--- src/logic/mem_stage_pkg.sv ---
`default_nettype none

package mem_stage_pkg;

    localparam int xlen = 32;

    // operation kind from execute
    localparam logic [1:0] mem_op_none   = 2'd0;
    localparam logic [1:0] mem_op_load   = 2'd1;
    localparam logic [1:0] mem_op_store  = 2'd2;
    localparam logic [1:0] mem_op_atomic = 2'd3;

    localparam logic [1:0] size_byte = 2'd0;
    localparam logic [1:0] size_half = 2'd1;
    localparam logic [1:0] size_word = 2'd2;

    localparam logic [3:0] amo_lr   = 4'd0;
    localparam logic [3:0] amo_sc   = 4'd1;
    localparam logic [3:0] amo_swap = 4'd2;
    localparam logic [3:0] amo_add  = 4'd3;
    localparam logic [3:0] amo_xor  = 4'd4;
    localparam logic [3:0] amo_and  = 4'd5;
    localparam logic [3:0] amo_or   = 4'd6;
    localparam logic [3:0] amo_min  = 4'd7;
    localparam logic [3:0] amo_max  = 4'd8;

    localparam logic sign_signed   = 1'b0;
    localparam logic sign_unsigned = 1'b1;

    // mcause values
    localparam logic [3:0] cause_load_access_fault  = 4'd5;
    localparam logic [3:0] cause_store_access_fault = 4'd7;
    localparam logic [3:0] cause_load_page_fault    = 4'd13;
    localparam logic [3:0] cause_store_page_fault   = 4'd15;

    localparam int mem_words     = 256; // 1 KiB
    localparam int mem_addr_bits = $clog2(mem_words);
    localparam logic [xlen-1:0] page_fault_base = 32'h8000_0000;
    localparam int mem_latency   = 2;

    localparam logic [xlen-1:0] no_reservation = '1;

    // sequencer states
    localparam logic [1:0] st_idle        = 2'd0;
    localparam logic [1:0] st_wait_accept = 2'd1;
    localparam logic [1:0] st_wait_read   = 2'd2;
    localparam logic [1:0] st_wait_write  = 2'd3;

    // one memory word, seen as bytes or as halves
    typedef union packed {
        logic [3:0][7:0]  bytes;
        logic [1:0][15:0] halves;
    } mem_lanes_t;

endpackage

`default_nettype wire

--- src/logic/amo_alu.sv ---
`default_nettype none

module amo_alu
    import mem_stage_pkg::*;
(
    input  wire [xlen-1:0]  old_word,
    input  wire [xlen-1:0]  rs2_data,
    input  wire [3:0]       amo_op,
    input  wire             sign,
    output logic [xlen-1:0] new_word
);

    logic old_less;

    // ordering for min/max
    always_comb begin
        if (sign == sign_signed) begin
            old_less = $signed(old_word) < $signed(rs2_data);
        end else begin
            old_less = old_word < rs2_data;
        end
    end

    always_comb begin
        case (amo_op)
            amo_swap: new_word = rs2_data;
            amo_add:  new_word = old_word + rs2_data;
            amo_xor:  new_word = old_word ^ rs2_data;
            amo_and:  new_word = old_word & rs2_data;
            amo_or:   new_word = old_word | rs2_data;
            amo_min:  new_word = old_less ? old_word : rs2_data;
            amo_max:  new_word = old_less ? rs2_data : old_word;
            default:  new_word = '0; // lr, sc never write through here
        endcase
    end

endmodule

`default_nettype wire

--- config.mk ---
export PLATFORM = sky130hd
export DESIGN_NAME = amo_alu
export DESIGN_NICKNAME = d
export VERILOG_FILES = /design/src/logic/mem_stage_pkg.sv /design/src/logic/amo_alu.sv
export SDC_FILE = /design/constraint.sdc
export NUM_CORES = 1
export LEC_CHECK = 0
export BUFFER_PORTS_ARGS = -buffer_cell sky130_fd_sc_hd__buf_4
export CAP_MARGIN = 15
export CORE_MARGIN = 8
export CORE_UTILIZATION = 25
export DETAILED_ROUTE_END_ITERATION = 6
export GPL_ROUTABILITY_DRIVEN = 0
export PLACE_DENSITY = 0.51
export REMOVE_ABC_BUFFERS = 1
export SYNTH_ARGS = -nofsm -noshare
export SYNTH_HDL_FRONTEND = slang
export SYNTH_SLANG_ARGS = --single-unit
--- constraint.sdc ---
create_clock -name vclk -period 9.53
set_input_delay 1.4295 -clock vclk [all_inputs]
set_output_delay 1.4295 -clock vclk [all_outputs]
set_load 0.02 [all_outputs]
==> out/results.ini <==
[run_status]
outcome=completed

[yosys]
synth_common_cells=96 x ha_1, 81 x inv_1, 49 x a21oi_1
synthTopCellsByArea=ha_1 27%, inv_1 6.8%, a21oi_1 5.5%
ys_types=66
synthAdderAreaFrac_pct=27.2
netlist.area_leader.share_pct=26.8
synth-simple-area-share_pct=14.5
syn_area_sq_um=4490
synth_top_family_by_area=compound AO/OA/AOI/OAI gates
synth_most_common_cell=ha_1
yosysWarningCount=0
ys_seq_area_share_pct=0
synth-xor-area-share_pct=3.32
postSynthAreaPerCell_sq_um=7.00
synth-compound-area-share_pct=38.3
postSynthCellCount=641
yosys.area.top_type=ha_1
synthMuxAreaShare_pct=4.68

[floorplanning]
core_area_sq_um=17800
die_h_um=150
die_area_sq_um=22500
die_x_um=150
ios=101
start_util_pct=25.2
core.rowCount=49

[worst_setup_path]
crit_type=primary input to primary output
critPathLaunchType=primary input
cp_data_arrival_time_ns=4.86
cp-end-kind=primary output
worstSetupEndpoint=new_word[13]
worstPathRequired_ns=8.10
cpMostUsedCell=buf_4
cpPeakStageDelay_ns=0.82
cp-startpoint=old_word[27]
crit_fanout=18
cp_cell_sequence=buf_4, inv_1, ha_1, nor4_1, a21boi_0, o31ai_1, and3_1, o211ai_2, and2_1, a221o_1, buf_4
cp_slowest_cell=o211ai_2

[sta]
setup_ws_ns=3.24
fin_setup_tns_ns=0
fin_crit_sh_pct=66.0
slew_viol_final=0
rsz0062_at_grt=false
max_freq_mhz=159
fin_crit_ns=6.29
relSlewSlack_pct=30.6
finalSetupViolations=0
hold_violations=0
worst_pin_slew_ns=1.04

[detailed_routing]
via_count=4924
wire_per_inst_um=17.9
ant_nets=0
via_per_inst=5.29
first_pass_iters=5
wirelength_um=16700
first_iter_violations=264
drc=0

[global_route]
grt_pass1_vias=4989
grt_max_degree=26
gr-total-overflow=0
antenna_found_initial=0
grt_pass1_wl_um=26400
grt.total_usage_pct=14.3

[placement]
place_ws_ns=3.27
io_buffers=101
post-dp-hpwl_um=13000
dp.cells=931

[cells_and_area]
drive_above_1_share_pct=17.9
area_growth_pct=19.3
fin_cells=931
nNetsFinal=870
ff_latch_area_sq_um=0
antenna_cells=0
flops_and_latches=0
nClkBuffers=0

[power]
pwr-share-clk_pct=0
p_total_mw=0.335
p_switching_mw=0.198
p_per_area_nw_per_um2=62.6
intPower_mw=0.137
p_leak_nw=2.65
p_seq_share_pct=0
max-vdd-ir-drop_v=0.0000319
switching_share_pct=59.1
pwr-share-comb_pct=100.0

[hold_path]
whs_path_depth=3
hold_class=primary input to primary output

[cts]
cts_setup_buffers=0
cts_hold_buf=0
cts_resized=0

[run]
drv_cap=0

critical path: cells and delay by family:
family | cells | cell delay [ns]
AO/OA/AOI/OAI | 4 | 1.54
AND/OR/NAND/NOR | 3 | 1.17
buffers and inverters | 3 | 0.28
adder cells (fa/ha/maj) | 1 | 0.43
layer usage:
layer | wire, um | global-route usage, %
met1 | 8070 | 19.8
met2 | 7530 | 24.1
met4 | 205 | 1.90
met3 | 894 | 1.12
met5 | 0 | 0
metrics by stage:
| step | area (sq um) | hold slack (ns) | util (%) |
|---|---|---|---|
| after floorplan | 4260 | 3.04 | - |
| after global placement | 5360 | 3.22 | 30.1 |
| after detailed placement | 5360 | 3.22 | 30.1 |
| after CTS | 5360 | 3.22 | 30.1 |
| after global routing | 5360 | 3.23 | 30.1 |
| final | 5360 | 3.22 | 30.1 |
layout make-up:
| type | instances | area [sq um] |
|---|---|---|
| multi-input cells | 512 | 3960 |
| well taps | 229 | 287 |
| fillers | 2001 | 12400 |
| repair buffers | 107 | 803 |
| inverters | 83 | 312 |
power groups by stage:
stage	clock, mW	combinational [mW]	sequential (mW)
2_1_floorplan	0	0.208	0
3_3_place_gp	0	0.336	0
3_5_place_dp	0	0.334	0
4_1_cts	0	0.336	0
5_1_grt	0	0.368	0
6_report	0	0.335	0
logic make-up (layout without fill, tap and decap cells):
family	after synthesis	after routing
mux	20	20
buf+inv	129	190
fa+ha+maj	97	97
compound gates	239	239
simple gates	139	139
xor+xnor	17	17
cell usage in the layout (no fill, tap or decap), types with 17 or more instances in the layout:
cell | netlist | final
ha_1 | 96 | 96
inv_1 | 81 | 81
mux2i_1 | 17 | 17
nor2_1 | 36 | 36
o22ai_1 | 17 | 17
buf_4 | 3 | 107
a21oi_1 | 49 | 49
a221o_1 | 20 | 20
nand2_1 | 45 | 45
o21ai_0 | 37 | 37
worst min-delay path by stage:
stage                            start            to
after global placement     old_word[0]   new_word[0]
after floorplan           rs2_data[23]  new_word[23]
after CTS                  old_word[0]   new_word[0]
after global routing       old_word[0]   new_word[0]
after detailed placement   old_word[0]   new_word[0]
final                      old_word[0]   new_word[0]
Note: power is estimated with default switching activity, not from simulation.
