### src/logic/mem_stage_pkg.sv
`default_nettype none

package mem_stage_pkg;

    localparam int xlen = 32;

    // operation kind from execute
    localparam logic [1:0] mem_op_none   = 2'd0;
    localparam logic [1:0] mem_op_load   = 2'd1;
    localparam logic [1:0] mem_op_store  = 2'd2;
    localparam logic [1:0] mem_op_atomic = 2'd3;

    localparam logic [1:0] size_byte = 2'd0;
    localparam logic [1:0] size_half = 2'd1;
    localparam logic [1:0] size_word = 2'd2;

    localparam logic [3:0] amo_lr   = 4'd0;
    localparam logic [3:0] amo_sc   = 4'd1;
    localparam logic [3:0] amo_swap = 4'd2;
    localparam logic [3:0] amo_add  = 4'd3;
    localparam logic [3:0] amo_xor  = 4'd4;
    localparam logic [3:0] amo_and  = 4'd5;
    localparam logic [3:0] amo_or   = 4'd6;
    localparam logic [3:0] amo_min  = 4'd7;
    localparam logic [3:0] amo_max  = 4'd8;

    localparam logic sign_signed   = 1'b0;
    localparam logic sign_unsigned = 1'b1;

    // mcause values
    localparam logic [3:0] cause_load_access_fault  = 4'd5;
    localparam logic [3:0] cause_store_access_fault = 4'd7;
    localparam logic [3:0] cause_load_page_fault    = 4'd13;
    localparam logic [3:0] cause_store_page_fault   = 4'd15;

    localparam int mem_words     = 256; // 1 KiB
    localparam int mem_addr_bits = $clog2(mem_words);
    localparam logic [xlen-1:0] page_fault_base = 32'h8000_0000;
    localparam int mem_latency   = 2;

    localparam logic [xlen-1:0] no_reservation = '1;

    // sequencer states
    localparam logic [1:0] st_idle        = 2'd0;
    localparam logic [1:0] st_wait_accept = 2'd1;
    localparam logic [1:0] st_wait_read   = 2'd2;
    localparam logic [1:0] st_wait_write  = 2'd3;

    // one memory word, seen as bytes or as halves
    typedef union packed {
        logic [3:0][7:0]  bytes;
        logic [1:0][15:0] halves;
    } mem_lanes_t;

endpackage

`default_nettype wire

### src/logic/access_sequencer.sv
`default_nettype none

module access_sequencer
    import mem_stage_pkg::*;
(
    input  wire             clk,
    input  wire             reset,
    input  wire             valid,
    input  wire [1:0]       mem_op,
    input  wire [1:0]       mem_size,
    input  wire             sign,
    input  wire [3:0]       amo_op,
    input  wire [xlen-1:0]  addr,
    input  wire [xlen-1:0]  rs2_data,
    input  wire             accept,
    input  wire             resp_valid,
    input  wire [xlen-1:0]  resp_rdata,
    input  wire             resp_error,
    input  wire             resp_page_fault,
    input  wire [xlen-1:0]  aligned_value,
    input  wire [xlen-1:0]  amo_value,
    output logic            req,
    output logic            req_wen,
    output logic [xlen-1:0] req_addr,
    output logic [xlen-1:0] req_wdata,
    output logic [1:0]      req_size,
    output logic [xlen-1:0] saved_word,
    output logic            stall,
    output logic [xlen-1:0] rdata,
    output logic            trap_valid,
    output logic [3:0]      trap_cause
);

    logic [1:0]      state;
    logic            done;
    logic            amo_write; // second half of an amo
    logic            sc_ok;
    logic            fault;
    logic            fault_page;
    logic [xlen-1:0] reservation;

    logic is_atomic;
    logic is_lr;
    logic is_sc;
    logic is_rmw;
    logic load_kind;
    logic sc_match;

    assign is_atomic = mem_op == mem_op_atomic;
    assign is_lr     = is_atomic && amo_op == amo_lr;
    assign is_sc     = is_atomic && amo_op == amo_sc;
    assign is_rmw    = is_atomic && !is_lr && !is_sc;
    assign load_kind = mem_op == mem_op_load || is_lr;
    assign sc_match  = addr == reservation;

    assign stall = valid && mem_op != mem_op_none && !done;

    assign req       = state == st_wait_accept;
    assign req_wen   = mem_op == mem_op_store || is_sc || amo_write;
    assign req_addr  = addr;
    assign req_wdata = amo_write ? amo_value : rs2_data;
    assign req_size  = mem_size;

    always_ff @(posedge clk) begin
        if (reset) begin
            state       <= st_idle;
            done        <= 1'b0;
            amo_write   <= 1'b0;
            sc_ok       <= 1'b0;
            fault       <= 1'b0;
            fault_page  <= 1'b0;
            reservation <= no_reservation;
        end else begin
            case (state)
                st_idle: begin
                    if (done) begin
                        if (valid) done <= 1'b0; // completion cycle
                    end else if (stall) begin
                        fault <= 1'b0;
                        if (is_sc) begin
                            reservation <= no_reservation;
                            sc_ok       <= sc_match;
                            if (sc_match) state <= st_wait_accept;
                            else          done  <= 1'b1; // no access at all
                        end else begin
                            if (is_lr) reservation <= addr;
                            state <= st_wait_accept;
                        end
                    end
                end
                st_wait_accept: begin
                    if (accept) state <= req_wen ? st_wait_write : st_wait_read;
                end
                st_wait_read: begin
                    if (resp_valid) begin
                        fault      <= resp_error;
                        fault_page <= resp_page_fault;
                        if (is_rmw && !resp_error) begin
                            amo_write <= 1'b1; // now store the alu result
                            state     <= st_wait_accept;
                        end else begin
                            done  <= 1'b1;
                            state <= st_idle;
                        end
                    end
                end
                default: begin
                    if (resp_valid) begin
                        fault      <= resp_error;
                        fault_page <= resp_page_fault;
                        amo_write  <= 1'b0;
                        done       <= 1'b1;
                        state      <= st_idle;
                    end
                end
            endcase
        end
    end

    always_ff @(posedge clk) begin
        if (state == st_wait_read && resp_valid) saved_word <= resp_rdata;
    end

    always_comb begin
        if (is_sc) begin
            rdata = sc_ok ? '0 : xlen'(1);
        end else if (is_atomic) begin
            rdata = saved_word; // lr and amo return the old word
        end else begin
            rdata = aligned_value;
        end
    end

    assign trap_valid = done && fault;

    always_comb begin
        if (!fault)          trap_cause = 4'd0;
        else if (fault_page) trap_cause = load_kind ? cause_load_page_fault
                                                    : cause_store_page_fault;
        else                 trap_cause = load_kind ? cause_load_access_fault
                                                    : cause_store_access_fault;
    end

endmodule

`default_nettype wire

### config.mk
export PLATFORM = sky130hd
export DESIGN_NAME = access_sequencer
export DESIGN_NICKNAME = d
export VERILOG_FILES = /design/src/logic/mem_stage_pkg.sv /design/src/logic/access_sequencer.sv
export SDC_FILE = /design/constraint.sdc
export NUM_CORES = 1
export LEC_CHECK = 0
export ABC_CLOCK_PERIOD_IN_PS = 2150
export BUFFER_PORTS_ARGS = -buffer_cell sky130_fd_sc_hd__buf_2
export CAP_MARGIN = 10
export CELL_PAD_IN_SITES_DETAIL_PLACEMENT = 0
export CELL_PAD_IN_SITES_GLOBAL_PLACEMENT = 1
export CORE_ASPECT_RATIO = 2
export CORE_UTILIZATION = 25
export CTS_CLUSTER_SIZE = 14
export DETAILED_ROUTE_END_ITERATION = 8
export PLACE_DENSITY_LB_ADDON = 0.1
export SETUP_SLACK_MARGIN = 0.2
export SLEW_MARGIN = 0
export SYNTH_ARGS = -nofsm -noshare
export SYNTH_HDL_FRONTEND = slang
export SYNTH_SLANG_ARGS = --single-unit
### constraint.sdc
create_clock -name clk -period 2.15 [get_ports clk]
set_input_delay 0.215 -clock clk [delete_from_list [all_inputs] [get_ports clk]]
set_output_delay 0.215 -clock clk [all_outputs]
set_load 0.01 [all_outputs]
==> metrics.txt <==
number of detailed-route iterations in the first pass=4; register area share after synthesis=41.78%; clock skew=0.007515 ns; die area=0.01723 sq mm; kind of end point of the critical path=register; WP data arrival=2.20 ns; PwrDens=about 600 mW/mm^2; Mapped Area=0.004169 sq mm; initial antenna violation count=2; Worst Tran Pin Value=0.5716 ns; Yosys reg bits=71; Placer Congestion=0.7152; Buf/Inv on CP=1; Leak Pwr=2.751 nW; max-cap viol count=0; most frequent cell after synthesis=nand2_1; largest net degree at the start of global routing=35; top post-synthesis cells by count=nand2_1, dfxtp_1, a21oi_1, nor2_1, buf_4; Hold Buf Count CTS=0; worst-path fanout max=8; kind of critical path=reg -> reg; later-pin clock latency in the skew report=0.33 ns; Final setup viols=0; Fin. Hold Viols=0; Layout fillers=1726; initial core utilization=between 20% and 30%; cts bufs inserted=9; Final min period=slightly above 2 ns; # IOs=roughly 310; worst hold slack=approximately 0.053 ns; Cell Chain, Critical Path=or2_4 > or4b_4 > or3_4 > buf_12 > nor3_1 > o21ai_0; ratio of cells with drive above 1 in the final layout=55.87%; final wirelength=14820 microns; Final Max Tran Viols=0; Rel. slew slack=~62%; nets=903; main flop type after synthesis=dfxtp_1; CTS root buf=clkbuf_16; core area=0.01627 sq mm; Top delay family on crit path=simple AND/OR/NAND/NOR gates; Remaining Overflow, GRT=0; post-route ant nets=0; I/O Buffers=308; FF+latch area=0.001743 sq mm; die span in x=93.31 microns; number of flops mapped to enable cells by yosys=32; area grow syn2layout=45.86%; Gate Count Post-Synth=457; post-synth top area share=between 20 and 25%; CTS tree=yes; largest vdd supply drop=0.0003376 V; status=complete, no violations; worst min path class=in -> reg; num rows=66; setup tns final=0 ns; number of H-tree levels=3; area leader, netlist=edfxtp_1; top post-synthesis cells by area=edfxtp_1, dfxtp_1, mux2_2, nor3_2, xor2_1; vias in the first global route=4009; Detailed Place HPWL=11440 microns; fmax=slightly below 0.5 GHz; Wirelength per Cell=15.79 microns; warning count from the yosys run=0; first-iteration detailed-routing DRC count=91; global-route wire length before repair=21340 microns; mean number of vias per cell=around 4.5; GRT Util Overall=16.46%; DRC Markers=0; ys async rst share=0%; Crit-path slowest cell=or4b_4; die height=around 180 microns; unrepaired setup endpoints after global routing=true; Max Root-Sink Buffers=2; Setup crit start kind=register; Vias=4207; clock-pin slew on the worst setup and hold paths=0.06 ns; synth unique cells=34; average cell area after synthesis=9.123 sq um; Multi-input gate area=between 0.002 and 0.0025 sq mm; period utilisation layout=a little over 90%; Syn Nets=633; Critical Path Max Stage Delay=roughly 0.48 ns; Critical Path RT=between 2 and 2.5 ns; clock sink total=71
[cells in the final DEF, fill, tap and decap left out, drive strengths merged]
cell type and n:
a31o 1, a21boi 1, inv 5, clkbuf 9, edfxtp 32, nor2 37, nand2 73, and3 2
o311a 2, clkinvlp 2, nor2b 1, xor2 32, nand4 3, a31oi 1, nand3 5, bufinv 1
nor3b 1, diode 2, nand2b 2, or4b 1, nor4 8, and2 4, clkinv 2, a32o 1
o21bai 1, or3 2, mux2 32, nor3 34, or2 1, o21ai 35, buf 325, a21oi 37
dfxtp 39
[path summary, 6_finish.rpt]
path	from	end	slack, ns	cells past startpoint
worst min register to register	fault_page	fault_page	0.46	2
worst min-delay path	resp_rdata[27]	saved_word[27]	0.05	1
worst max register to register	state[0]	reservation[30]	0.14	6
worst max-delay path	state[0]	reservation[30]	0.14	6
[routing by layer]
| layer | track usage (%) | wire [microns] |
|---|---|---|
| met5 | 0 | 0 |
| met4 | 5.231 | 204 |
| met3 | 3.672 | 1056 |
| met1 | 18.05 | 5681 |
| met2 | 30.68 | 7872 |
[worst reg2reg max path: stages, from the launching register on]
cell,delay [ns]
dfxtp_2,0.32
or2_4,0.25
or4b_4,0.48
or3_4,0.42
buf_12,0.18
nor3_1,0.12
o21ai_0,0.11
[layout make-up]
class	count	area share, %
clock inverters	7	1.173
inverters	3	0.1852
flip-flops and latches	71	28.66
well taps	204	4.198
multi-input cells	317	33.07
clock buffers	9	3.704
diodes	2	0.08230
repair buffers	325	28.93
[state kept, by name (all words and copies together), names as in the netlist]
| register | cells |
|---|---|
| amo_write | 1 |
| done | 1 |
| fault | 1 |
| fault_page | 1 |
| reservation | 32 |
| saved_word | 32 |
| sc_ok | 1 |
| state | 2 |
[report_power, final]
part           switching (mW)  internal (mW)  total (mW)
sequential             0.0110           1.43        1.44
combinational           0.348          0.316       0.664
clock                   0.611          0.901        1.51
[per-stage QoR]
| stage | util, % | cell area [sq um] | power, mW | setup slack, ns | std cells |
|---|---|---|---|---|---|
| 2_1_floorplan | - | 4173 | 1.807 | 0.08858 | 457 |
| 3_3_place_gp | 35.12 | 5713 | 2.132 | 0.05106 | 917 |
| 3_5_place_dp | 35.12 | 5713 | 2.139 | 0.05025 | 917 |
| 4_1_cts | 37.35 | 6076 | 3.675 | 0.1363 | 936 |
| 5_1_grt | 37.38 | 6081 | 3.777 | 0.08851 | 938 |
| 6_report | 37.38 | 6081 | 3.621 | 0.1383 | 938 |
[kinds of logic after synthesis]
logic type,share of synthesized area (%)
simple gates,22.33
xor+xnor,6.723
compound gates,10.08
mux,8.644
flops,41.78
buf+inv,10.44
[timing repair]
item                       CTS  global route
gates cloned                 2             0
buffers inserted             1             0
resized for setup            3             0
setup endpoints to repair   32            32
pin swaps                    1             0
Note: power is estimated with default switching activity, not from simulation.
