**config.mk**
```make
export PLATFORM = sky130hd
export DESIGN_NAME = load_aligner
export DESIGN_NICKNAME = d
export VERILOG_FILES = /design/src/logic/mem_stage_pkg.sv /design/src/logic/load_aligner.sv
export SDC_FILE = /design/constraint.sdc
export NUM_CORES = 1
export LEC_CHECK = 0
export ABC_AREA = 1
export ABC_CLOCK_PERIOD_IN_PS = 800
export BUFFER_PORTS_ARGS = -buffer_cell sky130_fd_sc_hd__buf_2
export CORE_MARGIN = 2
export CORE_UTILIZATION = 39
export DETAILED_ROUTE_END_ITERATION = 12
export GPL_ROUTABILITY_DRIVEN = 1
export PLACE_DENSITY = 0.9
export SKIP_LAST_GASP = 1
export SYNTH_ARGS = -nofsm -noshare
export SYNTH_HDL_FRONTEND = slang
export SYNTH_SLANG_ARGS = --single-unit
```
**constraint.sdc**
```tcl
create_clock -name vclk -period 0.8
set_input_delay 0.04 -clock vclk [all_inputs]
set_output_delay 0.04 -clock vclk [all_outputs]
set_load 0.005 [all_outputs]
```
**src/logic/mem_stage_pkg.sv**
```systemverilog
`default_nettype none

package mem_stage_pkg;

    localparam int xlen = 32;

    // operation kind from execute
    localparam logic [1:0] mem_op_none   = 2'd0;
    localparam logic [1:0] mem_op_load   = 2'd1;
    localparam logic [1:0] mem_op_store  = 2'd2;
    localparam logic [1:0] mem_op_atomic = 2'd3;

    localparam logic [1:0] size_byte = 2'd0;
    localparam logic [1:0] size_half = 2'd1;
    localparam logic [1:0] size_word = 2'd2;

    localparam logic [3:0] amo_lr   = 4'd0;
    localparam logic [3:0] amo_sc   = 4'd1;
    localparam logic [3:0] amo_swap = 4'd2;
    localparam logic [3:0] amo_add  = 4'd3;
    localparam logic [3:0] amo_xor  = 4'd4;
    localparam logic [3:0] amo_and  = 4'd5;
    localparam logic [3:0] amo_or   = 4'd6;
    localparam logic [3:0] amo_min  = 4'd7;
    localparam logic [3:0] amo_max  = 4'd8;

    localparam logic sign_signed   = 1'b0;
    localparam logic sign_unsigned = 1'b1;

    // mcause values
    localparam logic [3:0] cause_load_access_fault  = 4'd5;
    localparam logic [3:0] cause_store_access_fault = 4'd7;
    localparam logic [3:0] cause_load_page_fault    = 4'd13;
    localparam logic [3:0] cause_store_page_fault   = 4'd15;

    localparam int mem_words     = 256; // 1 KiB
    localparam int mem_addr_bits = $clog2(mem_words);
    localparam logic [xlen-1:0] page_fault_base = 32'h8000_0000;
    localparam int mem_latency   = 2;

    localparam logic [xlen-1:0] no_reservation = '1;

    // sequencer states
    localparam logic [1:0] st_idle        = 2'd0;
    localparam logic [1:0] st_wait_accept = 2'd1;
    localparam logic [1:0] st_wait_read   = 2'd2;
    localparam logic [1:0] st_wait_write  = 2'd3;

    // one memory word, seen as bytes or as halves
    typedef union packed {
        logic [3:0][7:0]  bytes;
        logic [1:0][15:0] halves;
    } mem_lanes_t;

endpackage

`default_nettype wire

```
**src/logic/load_aligner.sv**
```systemverilog
`default_nettype none

module load_aligner
    import mem_stage_pkg::*;
(
    input  wire [xlen-1:0]  word,
    input  wire [1:0]       byte_sel,
    input  wire [1:0]       mem_size,
    input  wire             sign,
    output logic [xlen-1:0] value
);

    mem_lanes_t lanes;
    logic [7:0]  byte_val;
    logic [15:0] half_val;
    logic        ext_b;
    logic        ext_h;

    assign lanes    = word;
    assign byte_val = lanes.bytes[byte_sel];
    assign half_val = lanes.halves[byte_sel[1]]; // upper bit picks the half

    // unsigned loads fill with zero
    assign ext_b = (sign == sign_unsigned) ? 1'b0 : byte_val[7];
    assign ext_h = (sign == sign_unsigned) ? 1'b0 : half_val[15];

    always_comb begin
        case (mem_size)
            size_byte: value = {{24{ext_b}}, byte_val};
            size_half: value = {{16{ext_h}}, half_val};
            default:   value = word;
        endcase
    end

endmodule

`default_nettype wire

```
==> results_dict.tcl, run 1 <==
set metrics [dict create \
    cp-start-kind "input pin" \
    crit_end "value[23]" \
    design.die.area_um2 2780 \
    final.period_utilization 1.17 \
    crit_required_ps 760 \
    n_clock_buffer 0 \
    syn_area_um2 925 \
    grt_overflow_total 0 \
    synth_cell_types 23 \
    via_per_inst 5.15 \
    fin_crit_ps 936 \
    layout-drive-gt1-share 0.671 \
    critPathArrivalTime_ps 900 \
    tightest_slew_ps 245 \
    power_density_nw_per_um2 587 \
    fillers 184 \
    maxCapViolCount 0 \
    post_dp_cell_area_um2 1360 \
    drtIter0Drc 33 \
    die_h_um 52.7 \
    peakVddDrop_uv 369 \
    synth.area.top_cells "nand2_1 (30%), nand3_2 (23%), o211ai_1 (5.7%)" \
    slew_headroom 0.836 \
    fin_ws_ps -136 \
    final_nets 279 \
    postCtsHoldBufs 0 \
    p_leak_nw 1.01 \
    synthTopCellsByCount "nand2_1 (75), nand3_2 (21), nand2_2 (8), o211ai_1 (7), nand3_1 (6)" \
    status "finished with violations" \
    hold_path.class "input pin to output port" \
    synth_top_cell_by_area "nand2_1" \
    seqCellArea_um2 0 \
    cp-startpoint "byte_sel[1]" \
    cp_cell_sequence "buf_12 -> inv_4 -> nand2_2 -> nand2_2 -> nand2_4 -> nand2_8 -> nand2_8 -> nand3_2 -> buf_2" \
    drv_slew 0 \
    synth_cells 154 \
    place_hpwl_mm 2.44 \
    critPathMaxStageDelay_ps 140 \
    core_area_um2 2230 \
    p_total_mw 0.969 \
    firstDrtPassIters 4 \
    failed_checks "setup timing" \
    worstPathMaxFanout 6 \
    grt_antenna_before_repair 0 \
    areaGrowthSynthToFinish_pct 78.6 \
    use_met1 0.306 \
    cp_slowest_cell "nand2_8" \
    final.setup.tns_ps -3530 \
    multi_input_area_um2 962 \
    grt_setup_unrepaired "yes" \
    io_buffers 69 \
    drt_wl_total_mm 3.74 \
    gp_congestion 0.746 \
    io_pins 69 \
    drc 0 \
    path_class "input pin to output port" \
    setup_violations 32 \
    seq_cells 0 \
    final_hold_viol_count 0 \
    fin_area_um2 1650 \
    grt_pass1_vias 1247 \
    clock.fmax_ghz 1.07 \
    dr_total_vias 1379 \
    initial_core_util 0.414 \
    yosysWarnings 0 \
    use_met3 0.0143 \
    wire_per_inst_um 14.0 \
    synth.avg_cell_area_um2 6.00 \
    insertedDiodeCount 0 \
    top_usage_layer "met2" \
    ys_seq_area_frac 0 \
    yosys.cell_count.top_type "nand2_1" \
    grt_usage 0.262 \
    grt_max_degree 17 \
    synth_top_area_share 0.304 \
    num_rows 17 \
    synth_nets 191 \
    grt_pass1_wl_mm 5.51 \
    end_kind "output port" \
    ant_nets 0 \
    die_width_um 52.7 \
    grtUsageMet2 0.517 \
    hold_slack_ps 377 \
]
[routing by layer]
layer,share of wire,vias up
met5,0,-
met4,0.015,0
met3,0.050,6
met2,0.53,62
met1,0.41,638
li1,-,673
[power by group]
group | switching [mW] | leakage (nW) | total [mW] | internal, mW
Combinational | 0.476 | 1.01 | 0.969 | 0.493
Sequential | 0 | 0 | 0 | 0
Clock | 0 | 0 | 0 | 0
[final cells by class]
cell class | count | area share
Inverter | 6 | 0.0265
Tap cell | 28 | 0.0212
Timing Repair inverter | 1 | 0.00379
Multi-Input combinational cell | 141 | 0.583
Timing Repair Buffer | 92 | 0.366
[how the worst min path moves through the flow]
stage | startpoint | endpoint | slack (ps) | cells after the start
2_1_floorplan | word[10] | value[10] | 190 | 2
4_1_cts | word[21] | value[21] | 380 | 4
5_1_grt | word[8] | value[8] | 390 | 4
6_report | word[26] | value[26] | 380 | 4
3_3_place_gp | word[16] | value[16] | 380 | 4
3_5_place_dp | word[21] | value[21] | 380 | 4
[metrics by stage]
step	std cells	utilization	worst slack [ps]
after floorplan	154	-	-9.01
after global placement	260	0.607	-256
after detailed placement	260	0.607	-340
after CTS	268	0.731	-129
after global routing	268	0.739	-183
final	268	0.739	-136
[worst max-delay path: cells and delay by family]
kind | cells | cell delay [ps]
and+or+nand+nor | 6 | 530
buffers and inverters | 3 | 310
[layout by cell type, fill, tap and decap left out, drive strengths merged]
| cell | instances |
|---|---|
| buf | 91 |
| nor2 | 3 |
| or2 | 7 |
| inv | 6 |
| clkinvlp | 1 |
| o211ai | 7 |
| a21oi | 1 |
| nand2 | 88 |
| and2 | 7 |
| bufbuf | 1 |
| nand3 | 27 |
| a22oi | 1 |
[repair_timing]
item,4_1_cts,5_1_grt
endpoints found under the hold margin,0,0
setup endpoints to repair,32,32
pin swaps,19,14
setup buffers,3,0
resized for setup,44,8
gates cloned,5,0
[logic make-up after synthesis]
| kind of cell | count (synthesis) | synth area share |
|---|---|---|
| AO/OA/AOI/OAI | 9 | 0.0704 |
| buffers and inverters | 16 | 0.149 |
| AND/OR/NAND/NOR | 129 | 0.781 |
Note: power is estimated with default switching activity, not from simulation.
==> run 2, diff against run 1 <==
Settings changed: MAX_ROUTING_LAYER set to met4, SKIP_LAST_GASP 1 to not set.
==> results_dict.tcl, run 2 (synthesized netlist as in run 1, its figures left out) <==
set metrics [dict create \
    final_nets 279 \
    drtIter0Drc 42 \
    design.die.area_um2 2780 \
    path_buf_inv 4 \
    grt_max_degree 17 \
    grt_overflow_total 0 \
    fillers 172 \
    firstDrtPassIters 4 \
    wire_per_inst_um 14.9 \
    crit_family "buffers and inverters" \
    areaGrowthSynthToFinish_pct 83.5 \
    hold_slack_ps 379 \
    wl_met3_um 250 \
    dr_total_vias 1432 \
    fin_cells 268 \
    grt_pass1_wl_mm 6.04 \
    maxCapViolCount 0 \
    seq_cells 0 \
    final_common_cell "nand2_1" \
    highest_layer "met4" \
    end_kind "output port" \
    final.setup.tns_ps -3570 \
    power_density_nw_per_um2 587 \
    postCtsHoldBufs 0 \
    via_per_inst 5.34 \
    seqCellArea_um2 0 \
    grt_usage 0.294 \
    drv_slew 0 \
    gp_congestion 0.755 \
    crit_required_ps 760 \
    peakVddDrop_uv 395 \
    io_buffers 69 \
    placedCellCount 260 \
    setup_violations 32 \
    clock.fmax_ghz 1.05 \
    die_width_um 52.7 \
    slew_headroom 0.826 \
    final_core_util 0.760 \
    path_class "input pin to output port" \
    worstPathMaxFanout 5 \
    n_clock_buffer 0 \
    status "finished with violations" \
    fin_ws_ps -152 \
    drt_wl_total_mm 4.01 \
    final_hold_viol_count 0 \
    grt_pass1_vias 1316 \
    drc 0 \
    cp_cell_sequence "buf_12 -> clkinv_8 -> nand2_1 -> and2_4 -> buf_4 -> o211ai_1 -> buf_2" \
    layout-drive-gt1-share 0.671 \
    insertedDiodeCount 0 \
    num_rows 17 \
    cp_slowest_cell "and2_4" \
    io_pins 69 \
    failed_checks "setup timing" \
    hold_path.class "input pin to output port" \
    initial_core_util 0.414 \
    critPathArrivalTime_ps 910 \
    grt_setup_unrepaired "yes" \
    die_h_um 52.7 \
    p_leak_nw 1.01 \
    cp-start-kind "input pin" \
    tightest_slew_ps 260 \
    place_hpwl_mm 2.44 \
    multi_input_area_um2 978 \
    met1_length_mm 1.54 \
    met2_length_mm 2.08 \
    critPathMaxStageDelay_ps 170 \
    grt_antenna_before_repair 0 \
    ant_nets 0 \
    post-place-ws_ps -340 \
    fin_crit_ps 952 \
    mostFrequentLayoutCells "nand2_1 (66), buf_2 (65), nand3_2 (26)" \
    final.period_utilization 1.19 \
    core_area_um2 2230 \
]
## run 2: power breakdown
part           internal [mW]  switching [mW]  total [mW]
Combinational          0.500           0.496       0.996
Sequential                 0               0           0
Clock                      0               0           0
Total                  0.500           0.496       0.996
## run 2: area by class of cell
| class | instances | area share |
|---|---|---|
| Multi-Input combinational cell | 141 | 0.577 |
| Timing Repair Buffer | 92 | 0.364 |
| Inverter | 6 | 0.0332 |
| Tap cell | 28 | 0.0206 |
| Timing Repair inverter | 1 | 0.00516 |
## run 2: through the flow
step / total power, mW / area (µm²)
global placement: 0.752 / 1360
detailed placement: 0.770 / 1360
global route: 1.07 / 1700
floorplan: 0.437 / 943
CTS: 0.946 / 1640
finish: 0.996 / 1700
## run 2: routing by layer
metal,GRT usage,vias up
li1,-,678
met1,0.354,663
met2,0.548,77
met3,0.0114,14
met4,0.0427,0
met5,-,-
## run 2: final timing paths
check / startpoint / end / slack (ps) / cells after the start
worst max-delay path: byte_sel[1] / value[2] / -150 / 7
worst min-delay path: word[21] / value[21] / 380 / 4
## run 2: worst min-delay path: stages
cell,delay [ps]
buf_2,90
nand2_1,60
nand3_2,60
buf_2,100
## run 2: timing repair
item                       4_1_cts  5_1_grt
setup endpoints to repair       32       32
setup buffers                    3        0
gates resized for setup         47       17
gates cloned                     5        0
pin swaps                       19       12
hold endpoints to repair         0        0
==> run 3, diff against run 2 <==
Settings changed: CORE_ASPECT_RATIO set to 0.75, SETUP_SLACK_MARGIN set to 0.02.
==> results_dict.tcl, run 3 (synthesized netlist as in run 1, its figures left out) <==
set metrics [dict create \
    switching_share 0.500 \
    cp_cell_sequence "buf_12 -> inv_12 -> buf_6 -> nand2_2 -> and2_4 -> or2_1 -> nand3_2 -> buf_2" \
    gp_congestion 0.808 \
    initial_core_util 0.407 \
    layout-drive-gt1-share 0.678 \
    power_frac_seq 0 \
    grt_max_degree 27 \
    firstDrtPassIters 4 \
    grt_overflow_total 0 \
    tightest_slew_ps 252 \
    crit_end "value[14]" \
    ant_nets 0 \
    drtIter0Drc 81 \
    p_comb_frac 1.000 \
    fin_crit_ps 954 \
    areaGrowthSynthToFinish_pct 88.6 \
    core_area_um2 2270 \
    io_buffers 69 \
    design.die.area_um2 2780 \
    hold_path.class "input pin to output port" \
    peakVddDrop_uv 358 \
    end_kind "output port" \
    clock.fmax_ghz 1.05 \
    post_dp_cell_area_um2 1350 \
    final.period_utilization 1.19 \
    postCtsHoldBufs 0 \
    place_hpwl_mm 2.27 \
    wire_per_inst_um 14.6 \
    fin_ws_ps -154 \
    seq_cells 0 \
    crit_required_ps 760 \
    seqCellArea_um2 0 \
    io_pins 69 \
    drt_wl_total_mm 3.98 \
    die_h_um 46.2 \
    drv_slew 0 \
    n_clock_buffer 0 \
    dr_total_vias 1363 \
    slew_headroom 0.832 \
    grt_usage 0.255 \
    setup_violations 32 \
    status "finished with violations" \
    final_nets 278 \
    worstPathMaxFanout 7 \
    p_clk_frac 0 \
    hp-start "word[8]" \
    critPathArrivalTime_ps 910 \
    grt_setup_unrepaired "yes" \
    fillers 162 \
    via_per_inst 4.99 \
    fin_area_um2 1740 \
    insertedDiodeCount 0 \
    path_class "input pin to output port" \
    final_common_cell "nand2_1" \
    num_rows 15 \
    final_hold_viol_count 0 \
    drc 0 \
    grt_pass1_vias 1157 \
    die_width_um 60.2 \
    cp_slowest_cell "or2_1" \
    internal_power_mw 0.512 \
    grt_pass1_wl_mm 5.26 \
    power_density_nw_per_um2 587 \
    cp-start-kind "input pin" \
    cp-startpoint "byte_sel[1]" \
    grt_antenna_before_repair 0 \
    switching_power_mw 0.512 \
    critPathMaxStageDelay_ps 220 \
    hold_slack_ps 383 \
    p_total_mw 1.02 \
    mostFrequentLayoutCells "nand2_1 (62), buf_2 (61), nand3_2 (24)" \
    maxCapViolCount 0 \
    failed_checks "setup timing" \
    p_leak_nw 1.02 \
]
-- run 3: metal layers --
metal  wire length, µm  global-route usage  share of wire
met3               246             0.00843          0.062
met1              1540               0.320           0.39
met2              2090               0.459           0.52
met4               108              0.0533          0.027
met5                 0                   -              0
-- run 3: cell type report --
| cell class | count | area, µm² | area share |
|---|---|---|---|
| repair buffers | 91 | 629 | 0.361 |
| inverters | 6 | 66.3 | 0.0380 |
| multi-input cells | 141 | 997 | 0.572 |
| well taps | 34 | 42.5 | 0.0244 |
| repair inverters | 1 | 8.76 | 0.00502 |
-- run 3: worst min path at each step --
stage,slack (ps),cells past startpoint,end
after floorplan,190,2,value[10]
after global placement,380,4,value[19]
after detailed placement,380,4,value[17]
after CTS,390,4,value[8]
after global routing,400,4,value[8]
final,380,4,value[8]
-- run 3: power groups by stage --
stage	registers [mW]	clock network, mW	logic [mW]
after global placement	0	0	0.744
after detailed placement	0	0	0.755
after floorplan	0	0	0.437
after global routing	0	0	1.10
final	0	0	1.02
after CTS	0	0	0.898
-- run 3: what timing repair did --
action / CTS / global route
setup endpoints to repair: 32 / 32
gates cloned: 4 / 0
buffers inserted: 4 / 2
pin swaps: 13 / 20
gates resized for setup: 43 / 30
-- run 3: stage by stage --
| step | std cells | worst slack (ps) | utilization | TNS (ps) |
|---|---|---|---|---|
| final | 273 | -154 | 0.768 | -3370 |
| after global routing | 273 | -185 | 0.768 | -4810 |
| after CTS | 271 | -125 | 0.704 | -3040 |
| after detailed placement | 263 | -292 | 0.596 | -7520 |
| after global placement | 263 | -273 | 0.596 | -6750 |
| after floorplan | 154 | -9.01 | - | -37.4 |
-- run 3: critical path: cells and delay by family --
family / cells / cell delay (ps)
buf+inv: 4 / 410
simple gates: 4 / 460
